### config.mk
export PLATFORM = sky130hd
export DESIGN_NAME = be_detector
export DESIGN_NICKNAME = d
export VERILOG_FILES = /design/src/be_isa_pkg.sv /design/src/be_detector_pkg.sv /design/src/be_scoreboard.sv /design/src/be_dep_pipe.sv /design/src/be_data_hazard.sv /design/src/be_issue_gate.sv /design/src/be_detector.sv
export SDC_FILE = /design/constraint.sdc
export NUM_CORES = 1
export LEC_CHECK = 0
export BUFFER_PORTS_ARGS = -buffer_cell sky130_fd_sc_hd__clkbuf_2
export CAP_MARGIN = 25
export CORE_ASPECT_RATIO = 0.5
export CORE_MARGIN = 5
export CORE_UTILIZATION = 35
export CTS_CLUSTER_DIAMETER = 150
export CTS_CLUSTER_SIZE = 40
export DETAILED_ROUTE_END_ITERATION = 8
export GPL_ROUTABILITY_DRIVEN = 1
export PLACE_DENSITY = 0.6
export SYNTH_ARGS = -nofsm -noshare
export SYNTH_HDL_FRONTEND = slang
export SYNTH_HIERARCHICAL = 1
export SYNTH_SLANG_ARGS = --single-unit
### constraint.sdc
create_clock -name clk_i -period 2.5 [get_ports clk_i]
set_input_delay 0.25 -clock clk_i [delete_from_list [all_inputs] [get_ports clk_i]]
set_output_delay 0.25 -clock clk_i [all_outputs]
set_load 0.02 [all_outputs]
### src/be_isa_pkg.sv
// ISA and pipeline constants for the back-end hazard detector, shared by RTL and testbench
package be_isa_pkg;

  // register file geometry
  localparam int reg_addr_width_c = 5;
  localparam int num_regs_c = 32;

  // dependency pipe covers EX1 (stage 0) through EX4 (stage 3)
  localparam int dep_stages_c = 4;

  // stages searched for in-flight hazards, EX1 to EX3
  localparam int haz_stages_c = 3;

  typedef logic [reg_addr_width_c-1:0] reg_addr_t;

endpackage

### src/be_detector_pkg.sv
// Packed structs and the pipe enum that travel between the hazard detector modules
package be_detector_pkg;

  // execution unit an instruction is steered to
  typedef enum logic [2:0]
  {
    e_pipe_ctl  = 3'd0,
    e_pipe_int  = 3'd1,
    e_pipe_aux  = 3'd2,
    e_pipe_mul  = 3'd3,
    // early and final memory result paths
    e_pipe_emem = 3'd4,
    e_pipe_fmem = 3'd5,
    e_pipe_fma  = 3'd6
  } pipe_e;

  // instruction waiting in the issue slot
  typedef struct packed
  {
    be_isa_pkg::reg_addr_t rs1_addr;
    be_isa_pkg::reg_addr_t rs2_addr;
    be_isa_pkg::reg_addr_t rs3_addr;
    be_isa_pkg::reg_addr_t rd_addr;
    logic irs1_v;
    logic irs2_v;
    logic frs1_v;
    logic frs2_v;
    logic frs3_v;
    logic iwb_v;
    logic fwb_v;
    logic fence_v;
    logic mem_v;
    logic csr_v;
    logic long_v;
  } isd_status_s;

  // instruction that left the issue slot last cycle
  typedef struct packed
  {
    logic v;
    be_isa_pkg::reg_addr_t rd_addr;
    pipe_e pipe;
    logic irf_w_v;
    logic frf_w_v;
    logic mem_v;
    logic csr_v;
    logic fflags_w_v;
    // result comes back through the scoreboard
    logic late_iwb_v;
    logic late_fwb_v;
  } dispatch_pkt_s;

  // one execute stage of the dependency pipe
  typedef struct packed
  {
    logic instr_v;
    logic mem_v;
    logic fflags_w_v;
    logic aux_iwb_v;
    logic mul_iwb_v;
    logic emem_iwb_v;
    logic fmem_iwb_v;
    logic aux_fwb_v;
    logic emem_fwb_v;
    logic fmem_fwb_v;
    logic fma_fwb_v;
    be_isa_pkg::reg_addr_t rd_addr;
  } dep_status_s;

  // late writeback from a long-latency unit
  typedef struct packed
  {
    logic v;
    logic late;
    be_isa_pkg::reg_addr_t rd_addr;
  } wb_pkt_s;

  typedef struct packed
  {
    logic idiv_ready;
    logic fdiv_ready;
    logic mem_ready;
    logic ptw_busy;
    logic irq_pending;
    logic credits_full;
    logic credits_empty;
  } unit_status_s;

endpackage

### src/be_scoreboard.sv
// Pending-write scoreboard, one bit per register, matched against issue sources and destination
`timescale 1ns/1ps

module be_scoreboard
#(
  parameter int num_rs_p = 2
)
(
  input  logic                                    clk_i,
  input  logic                                    reset_i,

  input  logic                                    score_v_i,
  input  be_isa_pkg::reg_addr_t                   score_rd_i,

  input  logic                                    clear_v_i,
  input  be_isa_pkg::reg_addr_t                   clear_rd_i,

  input  be_isa_pkg::reg_addr_t [num_rs_p-1:0]    rs_i,
  input  be_isa_pkg::reg_addr_t                   rd_i,
  output logic [num_rs_p-1:0]                     rs_match_o,
  output logic                                    rd_match_o
);

  logic [be_isa_pkg::num_regs_c-1:0] pending_r;
  logic [be_isa_pkg::num_regs_c-1:0] score_mask;
  logic [be_isa_pkg::num_regs_c-1:0] clear_mask;

  always_comb
  begin
    score_mask = '0;
    clear_mask = '0;
    score_mask[score_rd_i] = score_v_i;
    clear_mask[clear_rd_i] = clear_v_i;
  end

  // clear first, then score, so a same-cycle score on the register survives
  always_ff @(posedge clk_i)
  begin
    if (reset_i)
      pending_r <= '0;
    else
      pending_r <= (pending_r & ~clear_mask) | score_mask;
  end

  always_comb
  begin
    for (int i = 0; i < num_rs_p; i++)
      rs_match_o[i] = pending_r[rs_i[i]];
    rd_match_o = pending_r[rd_i];
  end

  // a late writeback only ever returns a result that was scored earlier
  clear_of_pending_a: assert property (
    @(posedge clk_i) disable iff (reset_i)
    clear_v_i |-> pending_r[clear_rd_i]
  ) else $error("scoreboard cleared register %0d that was not pending", clear_rd_i);

endmodule

### src/be_dep_pipe.sv
// Dependency pipe that tracks writers of each dispatched instruction through EX1 to EX4
`timescale 1ns/1ps

module be_dep_pipe
(
  input  logic                          clk_i,
  input  logic                          reset_i,

  input  be_detector_pkg::dispatch_pkt_s dispatch_pkt_i,
  output be_detector_pkg::dep_status_s [be_isa_pkg::dep_stages_c-1:0] dep_stages_o
);

  be_detector_pkg::dep_status_s [be_isa_pkg::dep_stages_c-1:0] dep_stages_r;
  be_detector_pkg::dep_status_s dep_n;

  // decode pipe and register file write into per-unit writer flags
  always_comb
  begin
    dep_n = '0;
    dep_n.instr_v = 1'b1;
    dep_n.mem_v = dispatch_pkt_i.mem_v;
    dep_n.fflags_w_v = dispatch_pkt_i.fflags_w_v;
    dep_n.rd_addr = dispatch_pkt_i.rd_addr;
    case (dispatch_pkt_i.pipe)
      be_detector_pkg::e_pipe_aux:
      begin
        dep_n.aux_iwb_v = dispatch_pkt_i.irf_w_v;
        dep_n.aux_fwb_v = dispatch_pkt_i.frf_w_v;
      end
      be_detector_pkg::e_pipe_mul:
        dep_n.mul_iwb_v = dispatch_pkt_i.irf_w_v;
      be_detector_pkg::e_pipe_emem:
      begin
        dep_n.emem_iwb_v = dispatch_pkt_i.irf_w_v;
        dep_n.emem_fwb_v = dispatch_pkt_i.frf_w_v;
      end
      be_detector_pkg::e_pipe_fmem:
      begin
        dep_n.fmem_iwb_v = dispatch_pkt_i.irf_w_v;
        dep_n.fmem_fwb_v = dispatch_pkt_i.frf_w_v;
      end
      be_detector_pkg::e_pipe_fma:
        dep_n.fma_fwb_v = dispatch_pkt_i.frf_w_v;
      // ctl and int results forward from EX1, nothing to track
      default: ;
    endcase
  end

  // an empty slot enters as all zeros
  always_ff @(posedge clk_i)
  begin
    if (reset_i)
      dep_stages_r <= '0;
    else
    begin
      dep_stages_r[0] <= dispatch_pkt_i.v ? dep_n : '0;
      dep_stages_r[be_isa_pkg::dep_stages_c-1:1] <= dep_stages_r[be_isa_pkg::dep_stages_c-2:0];
    end
  end

  assign dep_stages_o = dep_stages_r;

  // bubbles must never alias register addresses in the hazard compare
  bubble_rd_zero_a: assert property (
    @(posedge clk_i) disable iff (reset_i)
    !dep_stages_r[0].instr_v |-> (dep_stages_r[0].rd_addr == '0)
  ) else $error("EX1 bubble carries rd_addr %0d", dep_stages_r[0].rd_addr);

endmodule

### src/be_data_hazard.sv
// Data hazard check of the issue slot against the dependency pipe and both scoreboards
`timescale 1ns/1ps

module be_data_hazard
(
  input  be_detector_pkg::isd_status_s isd_status_i,
  input  be_detector_pkg::dep_status_s [be_isa_pkg::dep_stages_c-1:0] dep_stages_i,

  input  logic [1:0]                   irs_match_i,
  input  logic                         ird_match_i,
  input  logic [2:0]                   frs_match_i,
  input  logic                         frd_match_i,

  output logic                         data_haz_o
);

  be_isa_pkg::reg_addr_t [2:0] rs_addr;
  logic [1:0] irs_v;
  logic [2:0] frs_v;

  // per stage, whether a matching writer still lacks a forwardable result
  logic [be_isa_pkg::haz_stages_c-1:0] iwb_busy;
  logic [be_isa_pkg::haz_stages_c-1:0] fwb_busy;

  logic [1:0] irs_pipe_haz;
  logic [2:0] frs_pipe_haz;
  logic irs_sb_raw;
  logic ird_sb_waw;
  logic frs_sb_raw;
  logic frd_sb_waw;

  assign rs_addr = {isd_status_i.rs3_addr, isd_status_i.rs2_addr, isd_status_i.rs1_addr};

  // x0 is never a real dependency
  assign irs_v[0] = isd_status_i.irs1_v & (isd_status_i.rs1_addr != '0);
  assign irs_v[1] = isd_status_i.irs2_v & (isd_status_i.rs2_addr != '0);
  assign frs_v = {isd_status_i.frs3_v, isd_status_i.frs2_v, isd_status_i.frs1_v};

  always_comb
  begin
    // EX1, everything but ctl and int
    iwb_busy[0] = dep_stages_i[0].aux_iwb_v | dep_stages_i[0].mul_iwb_v
                | dep_stages_i[0].emem_iwb_v | dep_stages_i[0].fmem_iwb_v;
    fwb_busy[0] = dep_stages_i[0].aux_fwb_v | dep_stages_i[0].emem_fwb_v
                | dep_stages_i[0].fmem_fwb_v | dep_stages_i[0].fma_fwb_v;
    // EX2, final memory and multiply
    iwb_busy[1] = dep_stages_i[1].fmem_iwb_v | dep_stages_i[1].mul_iwb_v;
    fwb_busy[1] = dep_stages_i[1].fmem_fwb_v | dep_stages_i[1].fma_fwb_v;
    // EX3, only fma is still running
    iwb_busy[2] = 1'b0;
    fwb_busy[2] = dep_stages_i[2].fma_fwb_v;
  end

  always_comb
  begin
    irs_pipe_haz = '0;
    frs_pipe_haz = '0;
    for (int s = 0; s < be_isa_pkg::haz_stages_c; s++)
    begin
      for (int r = 0; r < 2; r++)
        irs_pipe_haz[r] = irs_pipe_haz[r]
                        | (irs_v[r] & iwb_busy[s] & (rs_addr[r] == dep_stages_i[s].rd_addr));
      for (int r = 0; r < 3; r++)
        frs_pipe_haz[r] = frs_pipe_haz[r]
                        | (frs_v[r] & fwb_busy[s] & (rs_addr[r] == dep_stages_i[s].rd_addr));
    end
  end

  // scoreboard RAW on sources, WAW on destination
  assign irs_sb_raw = |(irs_v & irs_match_i);
  assign ird_sb_waw = isd_status_i.iwb_v & ird_match_i & (isd_status_i.rd_addr != '0);
  assign frs_sb_raw = |(frs_v & frs_match_i);
  assign frd_sb_waw = isd_status_i.fwb_v & frd_match_i;

  assign data_haz_o = (|irs_pipe_haz) | (|frs_pipe_haz)
                    | irs_sb_raw | ird_sb_waw | frs_sb_raw | frd_sb_waw;

endmodule

### src/be_issue_gate.sv
// Control and structural hazard checks and the final dispatch and interrupt decision
`timescale 1ns/1ps

module be_issue_gate
(
  input  be_detector_pkg::isd_status_s  isd_status_i,
  input  be_detector_pkg::dep_status_s [be_isa_pkg::dep_stages_c-1:0] dep_stages_i,
  input  be_detector_pkg::unit_status_s unit_status_i,
  input  logic                          data_haz_i,

  output logic                          dispatch_v_o,
  output logic                          interrupt_v_o
);

  logic instr_in_pipe;
  logic mem_in_pipe;
  logic fflags_in_pipe;

  logic fence_haz;
  logic credit_haz;
  logic csr_haz;
  logic long_haz;
  logic fflags_haz;
  logic control_haz;
  logic struct_haz;

  always_comb
  begin
    instr_in_pipe = 1'b0;
    mem_in_pipe = 1'b0;
    fflags_in_pipe = 1'b0;
    for (int s = 0; s < be_isa_pkg::haz_stages_c; s++)
    begin
      instr_in_pipe = instr_in_pipe | dep_stages_i[s].instr_v;
      mem_in_pipe = mem_in_pipe | dep_stages_i[s].mem_v;
    end
    // fflags are written as late as EX4
    for (int s = 0; s < be_isa_pkg::dep_stages_c; s++)
      fflags_in_pipe = fflags_in_pipe | dep_stages_i[s].fflags_w_v;
  end

  // fence waits for memory to drain completely
  assign fence_haz = isd_status_i.fence_v
                   & (~unit_status_i.credits_empty | mem_in_pipe | ~unit_status_i.mem_ready);
  assign credit_haz = isd_status_i.mem_v & unit_status_i.credits_full;
  assign csr_haz = isd_status_i.csr_v & instr_in_pipe;
  assign long_haz = isd_status_i.long_v & instr_in_pipe;
  // CSR reads of fflags see every pending update, including the divider
  assign fflags_haz = isd_status_i.csr_v & (fflags_in_pipe | ~unit_status_i.fdiv_ready);

  assign control_haz = fence_haz | credit_haz | csr_haz | long_haz | fflags_haz;

  assign struct_haz = unit_status_i.ptw_busy
                    | (isd_status_i.mem_v & ~unit_status_i.mem_ready)
                    | (isd_status_i.long_v
                       & ~(unit_status_i.idiv_ready & unit_status_i.fdiv_ready));

  assign dispatch_v_o = ~(data_haz_i | control_haz | struct_haz);
  assign interrupt_v_o = unit_status_i.irq_pending & ~unit_status_i.ptw_busy;

  // a page walk owns the pipe, nothing issues under it
  always_comb
  begin
    ptw_blocks_dispatch_a: assert #0 (!(dispatch_v_o && unit_status_i.ptw_busy))
      else $error("dispatch granted while the PTW is busy");
  end

endmodule

### src/be_detector.sv
// Issue hazard detector top level, wiring scoreboards, dependency pipe and hazard checks
`timescale 1ns/1ps

module be_detector
(
  input  logic                           clk_i,
  input  logic                           reset_i,

  // issue slot, dispatch_v_o acts as its ready
  input  logic                           isd_v_i,
  input  be_detector_pkg::isd_status_s   isd_status_i,
  input  be_detector_pkg::dispatch_pkt_s dispatch_pkt_i,

  // late writebacks from the long-latency units
  input  be_detector_pkg::wb_pkt_s       iwb_pkt_i,
  input  be_detector_pkg::wb_pkt_s       fwb_pkt_i,

  input  be_detector_pkg::unit_status_s  unit_status_i,

  output logic                           dispatch_v_o,
  output logic                           interrupt_v_o
);

  be_detector_pkg::dep_status_s [be_isa_pkg::dep_stages_c-1:0] dep_stages;

  logic [1:0] irs_match;
  logic       ird_match;
  logic [2:0] frs_match;
  logic       frd_match;
  logic       data_haz;

  // isd_v_i only qualifies the handshake seen by the issue slot
  wire int_score_v = dispatch_pkt_i.v & dispatch_pkt_i.late_iwb_v;
  wire fp_score_v = dispatch_pkt_i.v & dispatch_pkt_i.late_fwb_v;
  wire int_clear_v = iwb_pkt_i.v & iwb_pkt_i.late;
  wire fp_clear_v = fwb_pkt_i.v & fwb_pkt_i.late;
  wire issue_fire = isd_v_i & dispatch_v_o;

  be_scoreboard
  #(
    .num_rs_p(2)
  )
  int_sb
  (
    .clk_i(clk_i),
    .reset_i(reset_i),
    .score_v_i(int_score_v),
    .score_rd_i(dispatch_pkt_i.rd_addr),
    .clear_v_i(int_clear_v),
    .clear_rd_i(iwb_pkt_i.rd_addr),
    .rs_i({isd_status_i.rs2_addr, isd_status_i.rs1_addr}),
    .rd_i(isd_status_i.rd_addr),
    .rs_match_o(irs_match),
    .rd_match_o(ird_match)
  );

  be_scoreboard
  #(
    .num_rs_p(3)
  )
  fp_sb
  (
    .clk_i(clk_i),
    .reset_i(reset_i),
    .score_v_i(fp_score_v),
    .score_rd_i(dispatch_pkt_i.rd_addr),
    .clear_v_i(fp_clear_v),
    .clear_rd_i(fwb_pkt_i.rd_addr),
    .rs_i({isd_status_i.rs3_addr, isd_status_i.rs2_addr, isd_status_i.rs1_addr}),
    .rd_i(isd_status_i.rd_addr),
    .rs_match_o(frs_match),
    .rd_match_o(frd_match)
  );

  be_dep_pipe dep_pipe
  (
    .clk_i(clk_i),
    .reset_i(reset_i),
    .dispatch_pkt_i(dispatch_pkt_i),
    .dep_stages_o(dep_stages)
  );

  be_data_hazard data_hazard
  (
    .isd_status_i(isd_status_i),
    .dep_stages_i(dep_stages),
    .irs_match_i(irs_match),
    .ird_match_i(ird_match),
    .frs_match_i(frs_match),
    .frd_match_i(frd_match),
    .data_haz_o(data_haz)
  );

  be_issue_gate issue_gate
  (
    .isd_status_i(isd_status_i),
    .dep_stages_i(dep_stages),
    .unit_status_i(unit_status_i),
    .data_haz_i(data_haz),
    .dispatch_v_o(dispatch_v_o),
    .interrupt_v_o(interrupt_v_o)
  );

  // the issue slot sends a packet exactly one cycle after a granted issue
  dispatch_follows_issue_a: assert property (
    @(posedge clk_i) disable iff (reset_i)
    dispatch_pkt_i.v |-> $past(issue_fire)
  ) else $error("dispatch packet without a granted issue in the previous cycle");

endmodule

-- Word level (Yosys, flattened, before mapping)
Cells that the tools add are included.
- input port bits: 71
- output and inout bits: 2
- register bits: 102
- reduce and logical (&&, ||, !) cells: 16
- mux-type cells: 29
- bitwise operators: 107
- $lt $le $gt $ge: 10
- equal/unequal tests: 14
- operators by type and width (cell ; number):
    $and A32 B32 Y32 ; 6
    $not A32 Y32 ; 2
    $or A32 B32 Y32 ; 2
    $eq A5 B5 Y1 ; 9
    $and A1 B1 Y1 ; 44
    $lt A5 B6 Y1 const B ; 7
    $or A1 B1 Y1 ; 39
    $bmux W1 S5 ; 7
    $reduce_or A3 Y1 ; 7
    $mux W1 ; 18
    $mux W16 ; 1
    $demux W1 S5 ; 3
    $ge A5 B1 Y1 const B ; 3
    $reduce_bool A5 Y1 ; 3
    $not A1 Y1 ; 12
    $eq A3 B3 Y1 const B ; 3
    $eq A3 B2 Y1 const B ; 2
    $reduce_or A2 Y1 ; 3
    $and A3 B3 Y3 ; 1
    $logic_and A1 B1 Y1 ; 3
    $and A2 B2 Y2 ; 1

-- Logic depth before layout (Yosys ltp)
Gate-level depths: netlist of the first run.
- depth in word-level cells: 16
- gate-level depth with buffers: 13
- depth with buffers taken out: 11

-- Hierarchy
Netlist of the first run, hierarchy kept.
- by module, submodules not included (module ; area each (µm²) ; seq. area each (µm²) ; instances ; cells each):
    be_scoreboard at fp_sb ; 2587.5 ; 640.6 ; 1 ; 325
    be_scoreboard at int_sb ; 2262.2 ; 640.6 ; 1 ; 284
    be_dep_pipe ; 1767.9 ; 1281.2 ; 1 ; 141
    be_data_hazard ; 674.4 ; 0.0 ; 1 ; 90
    be_issue_gate ; 72.6 ; 0.0 ; 1 ; 10
    be_detector ; 25.0 ; 0.0 ; 1 ; 4

-- Worst setup path after synthesis of the first run
No wires, ideal clock.
- path kind: input -> output
- start point: in isd_status_i[22] (netlist bit)
- end point: out dispatch_v_o
- arrival: 2.135 ns
- path buffers: 2
- slack: 0.115 ns
- cell stages on the path: 13
- path through: buf_6 -> buf_12 -> mux2i_1 -> a22oi_1 -> nand3_1 -> nand2_1 -> a311o_1 -> a22oi_1 -> nand3_1 -> a21oi_1 -> nand4_1 -> a2111oi_0 -> and4_1
- elaborated cells between the ends (all ways): 33
- those cells by class: eq/ne: 3; mux: 4; bitwise: 21; reduce/logical: 5
- RTL lines (element ; RTL line ; RTL):
    start: declaration ; be_detector.sv:11 ; input be_detector_pkg::isd_status_s isd_status_i,
    $bmux W1 S5 ; be_scoreboard.sv:48 ; rs_match_o[i] = pending_r[rs_i[i]];
    $mux W1 (not written as such) ; be_scoreboard.sv:48 ;
    named net frs_match[1] ; be_detector.sv:28 ; logic [2:0] frs_match;
    $and A3 B3 Y3 ; be_data_hazard.sv:72 ; assign frs_sb_raw = |(frs_v & frs_match_i);
    $reduce_or A3 Y1 ; be_data_hazard.sv:72 ;
    $or A1 B1 Y1 (2 in series) ; be_data_hazard.sv:76 ; | irs_sb_raw | ird_sb_waw | frs_sb_raw | frd_sb_waw;
    named net data_haz ; be_detector.sv:30 ; logic data_haz;
    $or A1 B1 Y1 (2 in series) ; be_issue_gate.sv:58 ; assign dispatch_v_o = ~(data_haz_i | control_haz | struct_haz);
    $not A1 Y1 ; be_issue_gate.sv:58 ;
    end: declaration ; be_detector.sv:20 ; output logic dispatch_v_o,
The timed path passes the listed nets, and every way through them passes these cells. The select of a mux whose other input is x is not followed.

-- Final worst setup path of the first run
- start point: reg fp_sb/pending_r[19] (netlist bit)
- end point: out dispatch_v_o
- longest elaborated chain between the ends: 9
- elaborated cells between the ends (all ways): 16
- those cells by class: mux: 8; bitwise: 7; reduce/logical: 1
- RTL lines (element ; RTL line ; RTL):
    start: declaration ; be_scoreboard.sv:24 ; logic [be_isa_pkg::num_regs_c-1:0] pending_r;
    start signal: assignment ; be_scoreboard.sv:42 ; pending_r <= (pending_r & ~clear_mask) | score_mask;
    $bmux W1 S5 ; be_scoreboard.sv:48 ;
    $mux W1 (not written as such) ; be_scoreboard.sv:48 ;
    named net frs_match[2] ; be_detector.sv:28 ;
    $and A3 B3 Y3 ; be_data_hazard.sv:72 ;
    $reduce_or A3 Y1 ; be_data_hazard.sv:72 ;
    $or A1 B1 Y1 (2 in series) ; be_data_hazard.sv:76 ;
    named net data_haz ; be_detector.sv:30 ;
    $or A1 B1 Y1 (2 in series) ; be_issue_gate.sv:58 ;
    $not A1 Y1 ; be_issue_gate.sv:58 ;
The timed path passes the listed nets, and every way through them passes these cells. The select of a mux whose other input is x is not followed.

==> results of run 1 <==
## how the worst max path moves through the flow
stage / start / endpoint / slack, ns / depth (start not counted)
floorplan: isd_status_i[22] / dispatch_v_o / 0.11 / 13
global placement: isd_status_i[27] / dispatch_v_o / -0.35 / 13
detailed placement: isd_status_i[12] / dispatch_v_o / -0.40 / 14
CTS: fp_sb/pending_r[23]$_SDFF_PP0_ / dispatch_v_o / -0.40 / 12
global route: fp_sb/pending_r[19]$_SDFF_PP0_ / dispatch_v_o / -0.56 / 12
finish: fp_sb/pending_r[19]$_SDFF_PP0_ / dispatch_v_o / -0.38 / 12
## worst register-to-register path, cell delays in order (launching register included)
cell	delay, ns
dfxtp_1	0.52
o21ai_0	0.15
a21oi_1	0.16
## power breakdown
group          internal (mW)  switching (mW)  total, mW
sequential              1.64          0.0276       1.67
combinational          0.282           0.353      0.635
clock                  0.719           0.743       1.46
## timing repair
action                     CTS  global route
resized for setup           18             2
hold buffers                 0             0
pin swaps                    3             1
setup endpoints to repair    1             1
## sequential cells by signal (all words and copies together), names as in the netlist
| name | flops |
|---|---|
| dep_pipe/dep_stages_o | 38 |
| fp_sb/pending_r | 32 |
| int_sb/pending_r | 32 |
## layer usage
metal	global-route usage	vias to the layer above
li1	-	3101
met1	0.2702	3106
met2	0.3220	258
met3	0.02619	33
met4	0.05205	0
met5	0	-
## stage by stage
step                      hold slack, ns  TNS, ns  std cells    util
after floorplan                   0.3191        0        802       -
after detailed placement          0.4528  -0.4032       1143  0.4063
after CTS                        0.08129  -0.3971       1159  0.4249
after global routing              0.1062  -0.5571       1159  0.4251
final                            0.09248  -0.3813       1159  0.4251
after global placement            0.4379  -0.3469       1143  0.4063
## layout make-up
type,instances,area [sq um],area share
flip-flops and latches,102,2064,0.2609
multi-input cells,665,4363,0.5514
clock inverters,7,91.34,0.01154
clock buffers,9,225.2,0.02846
repair buffers,114,833.3,0.1053
well taps,259,324.1,0.04096
inverters,3,11.26,0.001423
==> results.toml, run 1 <==
[placed_design]
gp_congestion = 0.9004
post_dp_cell_area_sq_um = 7561
place_hpwl_mm = 16.38
dp_slack_ns = -0.4032
port_buffers = 70

[setup_path]
endpoint_kind = "output port"
worstPathRequired_ns = 2.25
arrival_ns = 2.63
crit_fanout = 5
critPathKind = "register to output port"
cpMaxStageDelayCell = "dfxtp_2"
regToRegSetupSlack_ns = 1.62
critPathTopFamily = "compound AO/OA/AOI/OAI gates"
path_cells = "mux2i_1 > a22oi_1 > nand4b_1 > a21oi_1 > a311o_1 > a22oi_1 > nand3_1 > a21oi_2 > nand4_1 > a2111oi_2 > and4_1 > clkbuf_4"
worstRegToRegCells = 2
crit_top_cell = "a22oi_1"
startpoint_type = "register"
r2r-start = "fp_sb/pending_r[7]$_SDFF_PP0_"
max_stage_delay_ns = 0.35
path_buf_inv = 1
timing.rr.end = "fp_sb/pending_r[7]$_SDFF_PP0_"

[global_routing]
grt_max_degree = 34
antenna_found_initial = 0
grt_usage = 0.1957
gr-total-overflow = 0
grt_pass1_wl_mm = 34.46
grt_pass1_vias = 6239

[worst_hold_path]
min_to = "dep_pipe/dep_stages_o[14]$_SDFF_PP0_"
min_path_cells = 2
min_path_type = "input port to register"
worstHoldStart = "dispatch_pkt_i[4]"

[drt]
met3_wirelength_mm = 1.370
route.detailed.wl_per_inst_um = 19.00
drt_wl_total_mm = 22.02
routed-via-count = 6498
drtPass1Iterations = 6
drtIter0Drc = 708
vias_per_cell = 5.607
drt-met1-wl_mm = 10.07
wl_met2_mm = 10.21
top_layer = "met4"
drc_errors = 0
ant_nets = 0

[cts]
cts_setup_buffers = 0
htree_levels = 3
clock_sinks = 102
clockBufferDepth = 2
clk_pin_slew_ns = 0.08
cts_root_buf = "clkbuf_16"
clk_latency_ns = 0.35
cts_tree = "done"
cts_inserted_buffers = 9

[die]
die_w_um = 205.8
start_util = 0.3603
core_area_sq_um = 18610
num_rows = 35
die_height_um = 107.9
dieArea_sq_um = 22200
io_pins = 73

[final_layout]
nets = 966
fill_cells = 1860
layout_common_cells = "nand2_1, mux2i_1, a21oi_1"
diodes = 0
final_common_cell = "nand2_1"
post-route-cell-area_sq_um = 7913
area_growth_pct = 17.99
drive_above_1_share = 0.1822

[sta]
finalSetupViolCount = 1
hold_viol = 0
setup_slack_ns = -0.3813
worstMarginPinSlew_ns = 0.7537
finalMaxSlewViolations = 0
finalCritPeriodShare = 1.153
fmax_mhz = 347.1
relSlewSlack = 0.4957
rsz0062_at_grt = "yes"
min_period_ns = 2.881
fin_skew_ns = 0.006145

[power]
power_mw = 3.768
vdd_drop_max_v = 0.0002879
p_leak_nw = 3.136
power_density_nw_per_um2 = 476.2

[logic_synthesis]
syn-cell-area_sq_um = 6706
postSynthCellCount = 802
postSynthAreaPerCell_sq_um = 8.362
ys_warn_count = 6
syn-num-nets = 873

[job]
drv_cap = 0

[outcome]
violations = "setup timing"
status = "finished with violations"
Power figures use the tool's default switching activity.
==> run 2, diff against run 1 <==
- CORE_UTILIZATION: 35 -> 50
- PLACE_DENSITY: 0.6 -> 0.77
==> run 2 against run 1 <==
Compared with the run above:
- the flow still finishes with violations (setup timing)
- register-to-register slack better by 0.02 ns
- power shrank 0.93%
- cell area shrank 1.7%
- cell count decreased by 7.8%
- critical endpoint unchanged
- largest power group unchanged
==> results.toml, run 2 (synthesis results as in run 1) <==
[cts]
clock_sinks = 102
cts_inserted_buffers = 9
clk_pin_slew_ns = 0.08
cts_setup_buffers = 0
htree_levels = 3
clk_latency_ns = 0.35
cts_root_buf = "clkbuf_16"
cts_tree = "done"
clockBufferDepth = 2

[setup_path]
crit_fanout = 10
timing.rr.end = "fp_sb/pending_r[5]$_SDFF_PP0_"
cp-startpoint = "isd_status_i[22]"
worstPathRequired_ns = 2.25
regToRegSetupSlack_ns = 1.64
arrival_ns = 2.66
worstRegToRegCells = 2
endpoint_kind = "output port"
crit_end = "dispatch_v_o"
r2r-start = "fp_sb/pending_r[5]$_SDFF_PP0_"
startpoint_type = "input port"
critPathKind = "input port to output port"

[drt]
vias_per_cell = 6.181
drc_errors = 0
drt_wl_total_mm = 20.66
drtIter0Drc = 650
ant_nets = 0
route.detailed.wl_per_inst_um = 19.33
drtPass1Iterations = 6
routed-via-count = 6607

[placed_design]
place_hpwl_mm = 15.09
gp_congestion = 0.9618
place_inst = 1053
port_buffers = 70
post_dp_cell_area_sq_um = 7405

[final_layout]
largest_register_ffs = 38
multiInputGateArea_sq_um = 4370
fill_cells = 1102
diodes = 0
seqCellArea_sq_um = 2079
area_growth_pct = 16.01
final_common_cell = "nand2_1"
layout_common_cells = "nand2_1, mux2i_1, a21oi_1"
final_util = 0.6040
post-route-cell-area_sq_um = 7780
nets = 965
drive_above_1_share = 0.1880
finalNonFillerCells = 1069

[outcome]
violations = "setup timing"
status = "finished with violations"

[sta]
min_period_ns = 2.911
finalSetupViolCount = 1
relSlewSlack = 0.5269
setup_slack_ns = -0.4105
finalCritPeriodShare = 1.164
fin_skew_ns = 0.006656
hold_viol = 0
rsz0062_at_grt = "yes"
worstMarginPinSlew_ns = 0.7071
fmax_mhz = 343.6
finalMaxSlewViolations = 0
tns_ns = -0.4105

[worst_hold_path]
min_path_type = "input port to register"
worstHoldStart = "dispatch_pkt_i[4]"

[global_routing]
antenna_found_initial = 0
gr-total-overflow = 0
grt_pass1_vias = 6304
grt_max_degree = 67
grt_pass1_wl_mm = 32.49
grt_usage = 0.2493

[power]
power_mw = 3.733
vdd_drop_max_v = 0.0003320
power_density_nw_per_um2 = 479.8
p_leak_nw = 3.119

[die]
die_w_um = 173.8
core_area_sq_um = 12880
io_pins = 73
die_height_um = 91.90
start_util = 0.5206
dieArea_sq_um = 15970
num_rows = 29

[job]
drv_cap = 0
[run 2: cell type report]
class,count,area share
multi-input combinational,665,0.5618
sequential,102,0.2673
timing repair buffer,113,0.1021
clock buffer,9,0.02895
tap,170,0.02734
clock inverter,7,0.01110
inverter,3,0.001447
[run 2: how the worst min path moves through the flow]
stage	slack [ns]	cells past startpoint	to
floorplan	0.32	1	fp_sb/pending_r[12]$_SDFF_PP0_
global placement	0.44	1	dep_pipe/dep_stages_o[37]$_SDFF_PP0_
detailed placement	0.45	1	dep_pipe/dep_stages_o[47]$_SDFF_PP0_
CTS	0.09	2	dep_pipe/dep_stages_o[14]$_SDFF_PP0_
global route	0.08	2	dep_pipe/dep_stages_o[14]$_SDFF_PP0_
finish	0.09	2	dep_pipe/dep_stages_o[14]$_SDFF_PP0_
[run 2: critical path, cell delays in order]
cell       delay [ns]
clkbuf_2         0.23
buf_12           0.18
mux2i_1          0.21
a22oi_1          0.11
nand3_1          0.09
nand2_1          0.06
a311o_1          0.32
a22oi_1          0.18
nand3_1          0.12
a21oi_2          0.14
nand4_1          0.14
a2111oi_2        0.21
and4_1           0.25
clkbuf_8         0.15
[run 2: per-layer routing]
metal / wire, um / GRT usage / up-vias
met2: 9497 / 0.4019 / 353
met4: 488 / 0.08690 / 0
met3: 1880 / 0.04396 / 53
li1: - / - / 3106
met1: 8794 / 0.3394 / 3095
met5: 0 / 0 / -
[run 2: power breakdown]
part           switching, mW  internal [mW]  total [mW]
logic                  0.350          0.277       0.627
registers             0.0269           1.64        1.67
clock network          0.718          0.721        1.44
[run 2: through the flow]
step	setup slack (ns)	hold slack, ns
6_report	-0.4105	0.09130
5_1_grt	-0.5685	0.08160
4_1_cts	-0.4564	0.08997
3_5_place_dp	-0.3893	0.4518
3_3_place_gp	-0.3417	0.4439
2_1_floorplan	0.1147	0.3191
[run 2: timing repair]
| item | 4_1_cts | 5_1_grt |
|---|---|---|
| resized for setup | 28 | 4 |
| cloned | 0 | 0 |
| hold buffers | 0 | 0 |
| pin swaps | 18 | 9 |
| endpoints found under the setup margin | 1 | 1 |
==> run 3, diff against run 2 <==
--- a/config.mk
+++ b/config.mk
@@ -7,2 +7,3 @@
 export LEC_CHECK = 0
+export ABC_AREA = 1
 export BUFFER_PORTS_ARGS = -buffer_cell sky130_fd_sc_hd__clkbuf_2
==> constraint.sdc (replaced) <==
create_clock -name clk_i -period 2.5 [get_ports clk_i]
set_input_delay 0.375 -clock clk_i [delete_from_list [all_inputs] [get_ports clk_i]]
set_output_delay 0.375 -clock clk_i [all_outputs]
set_load 0.02 [all_outputs]
==> run 3 against run 2 <==
Compared with the run above:
- the flow still finishes with violations (setup timing)
- synthesized cell count is 56% higher
- combinational power is 13% higher
- largest power group unchanged
- fmax is 1.2% lower
- via count is 33% higher
- sequential share of layout area is 2.3 points lower
- critical path depth is 6 higher
- flip-flop and latch count stayed put
- wire length is 22% higher
- first-iteration DRC count is 67% higher
- cell count is 46% higher
- sequential power hardly changed
- power is 4.5% higher
==> results.toml, run 3 <==
[outcome]
status = "finished with violations"
violations = "setup timing"

[setup_path]
endpoint_kind = "output port"
critPathTopFamily = "simple AND/OR/NAND/NOR gates"
critPathKind = "register to output port"
startpoint_type = "register"
worstPathRequired_ns = 2.12
arrival_ns = 2.57
crit_top_cell = "nand2_1"
cpMaxStageDelayCell = "dfxtp_1"
path_cells = "nand2_1 > nand3_1 > nand3_1 > nand2_1 > nand2_1 > nand2_1 > nand2_1 > nand2_1 > nand2_1 > nand3_2 > a21oi_2 > nand4_1 > nor2_1 > nand3_1 > nor2_2 > nand2_1 > nor2_2 > nand3_2 > nor2_2 > clkbuf_8"
path_buf_inv = 1
max_stage_delay_ns = 0.38
crit_fanout = 5

[cts]
htree_levels = 3
cts_root_buf = "clkbuf_16"
cts_setup_buffers = 0
clockBufferDepth = 2
cts_tree = "done"
clock_sinks = 102
cts_inserted_buffers = 9
clk_pin_slew_ns = 0.08
clk_latency_ns = 0.35
cts.hold.buffers_added = 0

[final_layout]
final_common_cell = "nand2_1"
nets = 1438
largest_register_ffs = 38
final_util = 0.6175
fill_cells = 1348
diodes = 0
area_growth_pct = 18.85
layout_common_cells = "nand2_1, nand3_1, inv_1"
drive_above_1_share = 0.1655

[global_routing]
grt_max_degree = 63
grt_pass1_wl_mm = 40.40
grt_usage = 0.2939
grt_pass1_vias = 8013
gr-total-overflow = 0
antenna_found_initial = 0

[drt]
vias_per_cell = 5.619
drt_wl_total_mm = 25.23
route.detailed.wl_per_inst_um = 16.13
ant_nets = 0
drtPass1Iterations = 6
drtIter0Drc = 1083
routed-via-count = 8788
drc_errors = 0

[logic_synthesis]
postSynthAreaPerCell_sq_um = 5.746
postSynthCellCount = 1249
syn-cell-area_sq_um = 7177
syn-num-nets = 1320
ys_warn_count = 6

[placed_design]
dp_slack_ns = -0.5066
gp_congestion = 1.018
port_buffers = 70
place_hpwl_mm = 18.65

[sta]
rsz0062_at_grt = "yes"
fin_skew_ns = 0.007606
setup_slack_ns = -0.4450
hold_viol = 0
min_period_ns = 2.945
fmax_mhz = 339.6
finalSetupViolCount = 1
relSlewSlack = 0.4593
worstMarginPinSlew_ns = 0.8067
finalCritPeriodShare = 1.178
finalMaxSlewViolations = 0

[die]
io_pins = 73
core_area_sq_um = 13810
start_util = 0.5196
die_height_um = 94.72
die_w_um = 179.4
num_rows = 30
dieArea_sq_um = 16990

[power]
power_density_nw_per_um2 = 457.3
p_leak_nw = 3.897
vdd_drop_max_v = 0.0003983

[worst_hold_path]
min_path_type = "input port to register"

[job]
drv_cap = 0
-- run 3: repair_timing --
item / 4_1_cts / 5_1_grt
setup endpoints to repair: 1 / 1
pin swaps: 4 / 0
resized for setup: 30 / 15
cloned: 0 / 0
-- run 3: worst paths after layout --
| path | endpoint | from | slack, ns | cells after the start |
|---|---|---|---|---|
| max | dispatch_v_o | fp_sb/pending_r[11]$_SDFF_PP0_ | -0.45 | 20 |
| min reg2reg | dep_pipe/dep_stages_o[21]$_SDFF_PP0_ | dep_pipe/dep_stages_o[5]$_SDFF_PP0_ | 0.42 | 2 |
| min | dep_pipe/dep_stages_o[13]$_SDFF_PP0_ | dispatch_pkt_i[2] | 0.21 | 3 |
| max reg2reg | fp_sb/pending_r[10]$_SDFF_PP0_ | fp_sb/pending_r[10]$_SDFF_PP0_ | 1.62 | 3 |
-- run 3: per-stage QoR --
step | std cells | hold WS [ns] | setup TNS (ns) | instance area, sq um | total power, mW
5_1_grt | 1564 | 0.2047 | -0.6249 | 8529 | 4.055
3_5_place_dp | 1548 | 0.4098 | -0.5066 | 8118 | 2.381
4_1_cts | 1564 | 0.2064 | -0.4104 | 8499 | 3.889
3_3_place_gp | 1548 | 0.4070 | -0.4826 | 8118 | 2.368
6_report | 1564 | 0.2120 | -0.4450 | 8529 | 3.900
2_1_floorplan | 1249 | 0.4030 | 0 | 7177 | 2.112
-- run 3: tightest hold or removal path, stage by stage --
cell      delay [ns]
clkbuf_2        0.08
inv_1           0.04
nor2_1          0.03
-- run 3: routing by layer --
layer / up-vias / part of all wire / global-route usage
met5: - / 0 / 0
met4: 0 / 0.026 / 0.08872
met3: 67 / 0.12 / 0.06387
met2: 554 / 0.43 / 0.4727
met1: 3935 / 0.43 / 0.3999
li1: 4232 / - / -
-- run 3: power breakdown --
group	total [mW]	switching [mW]	leakage, nW	internal, mW
registers	1.66	0.0235	0.838	1.64
clock network	1.53	0.714	0.155	0.811
logic	0.710	0.468	2.90	0.242
total	3.90	1.21	3.90	2.69
-- run 3: area by class of cell --
type / count / area, sq um / area share
clock buffers: 9 / 225.2 / 0.02640
clock inverters: 7 / 96.34 / 0.01130
inverters: 134 / 508.0 / 0.05956
multi-input cells: 974 / 4360 / 0.5112
flip-flops and latches: 102 / 2079 / 0.2438
well taps: 192 / 240.2 / 0.02816
repair buffers: 146 / 1020 / 0.1196
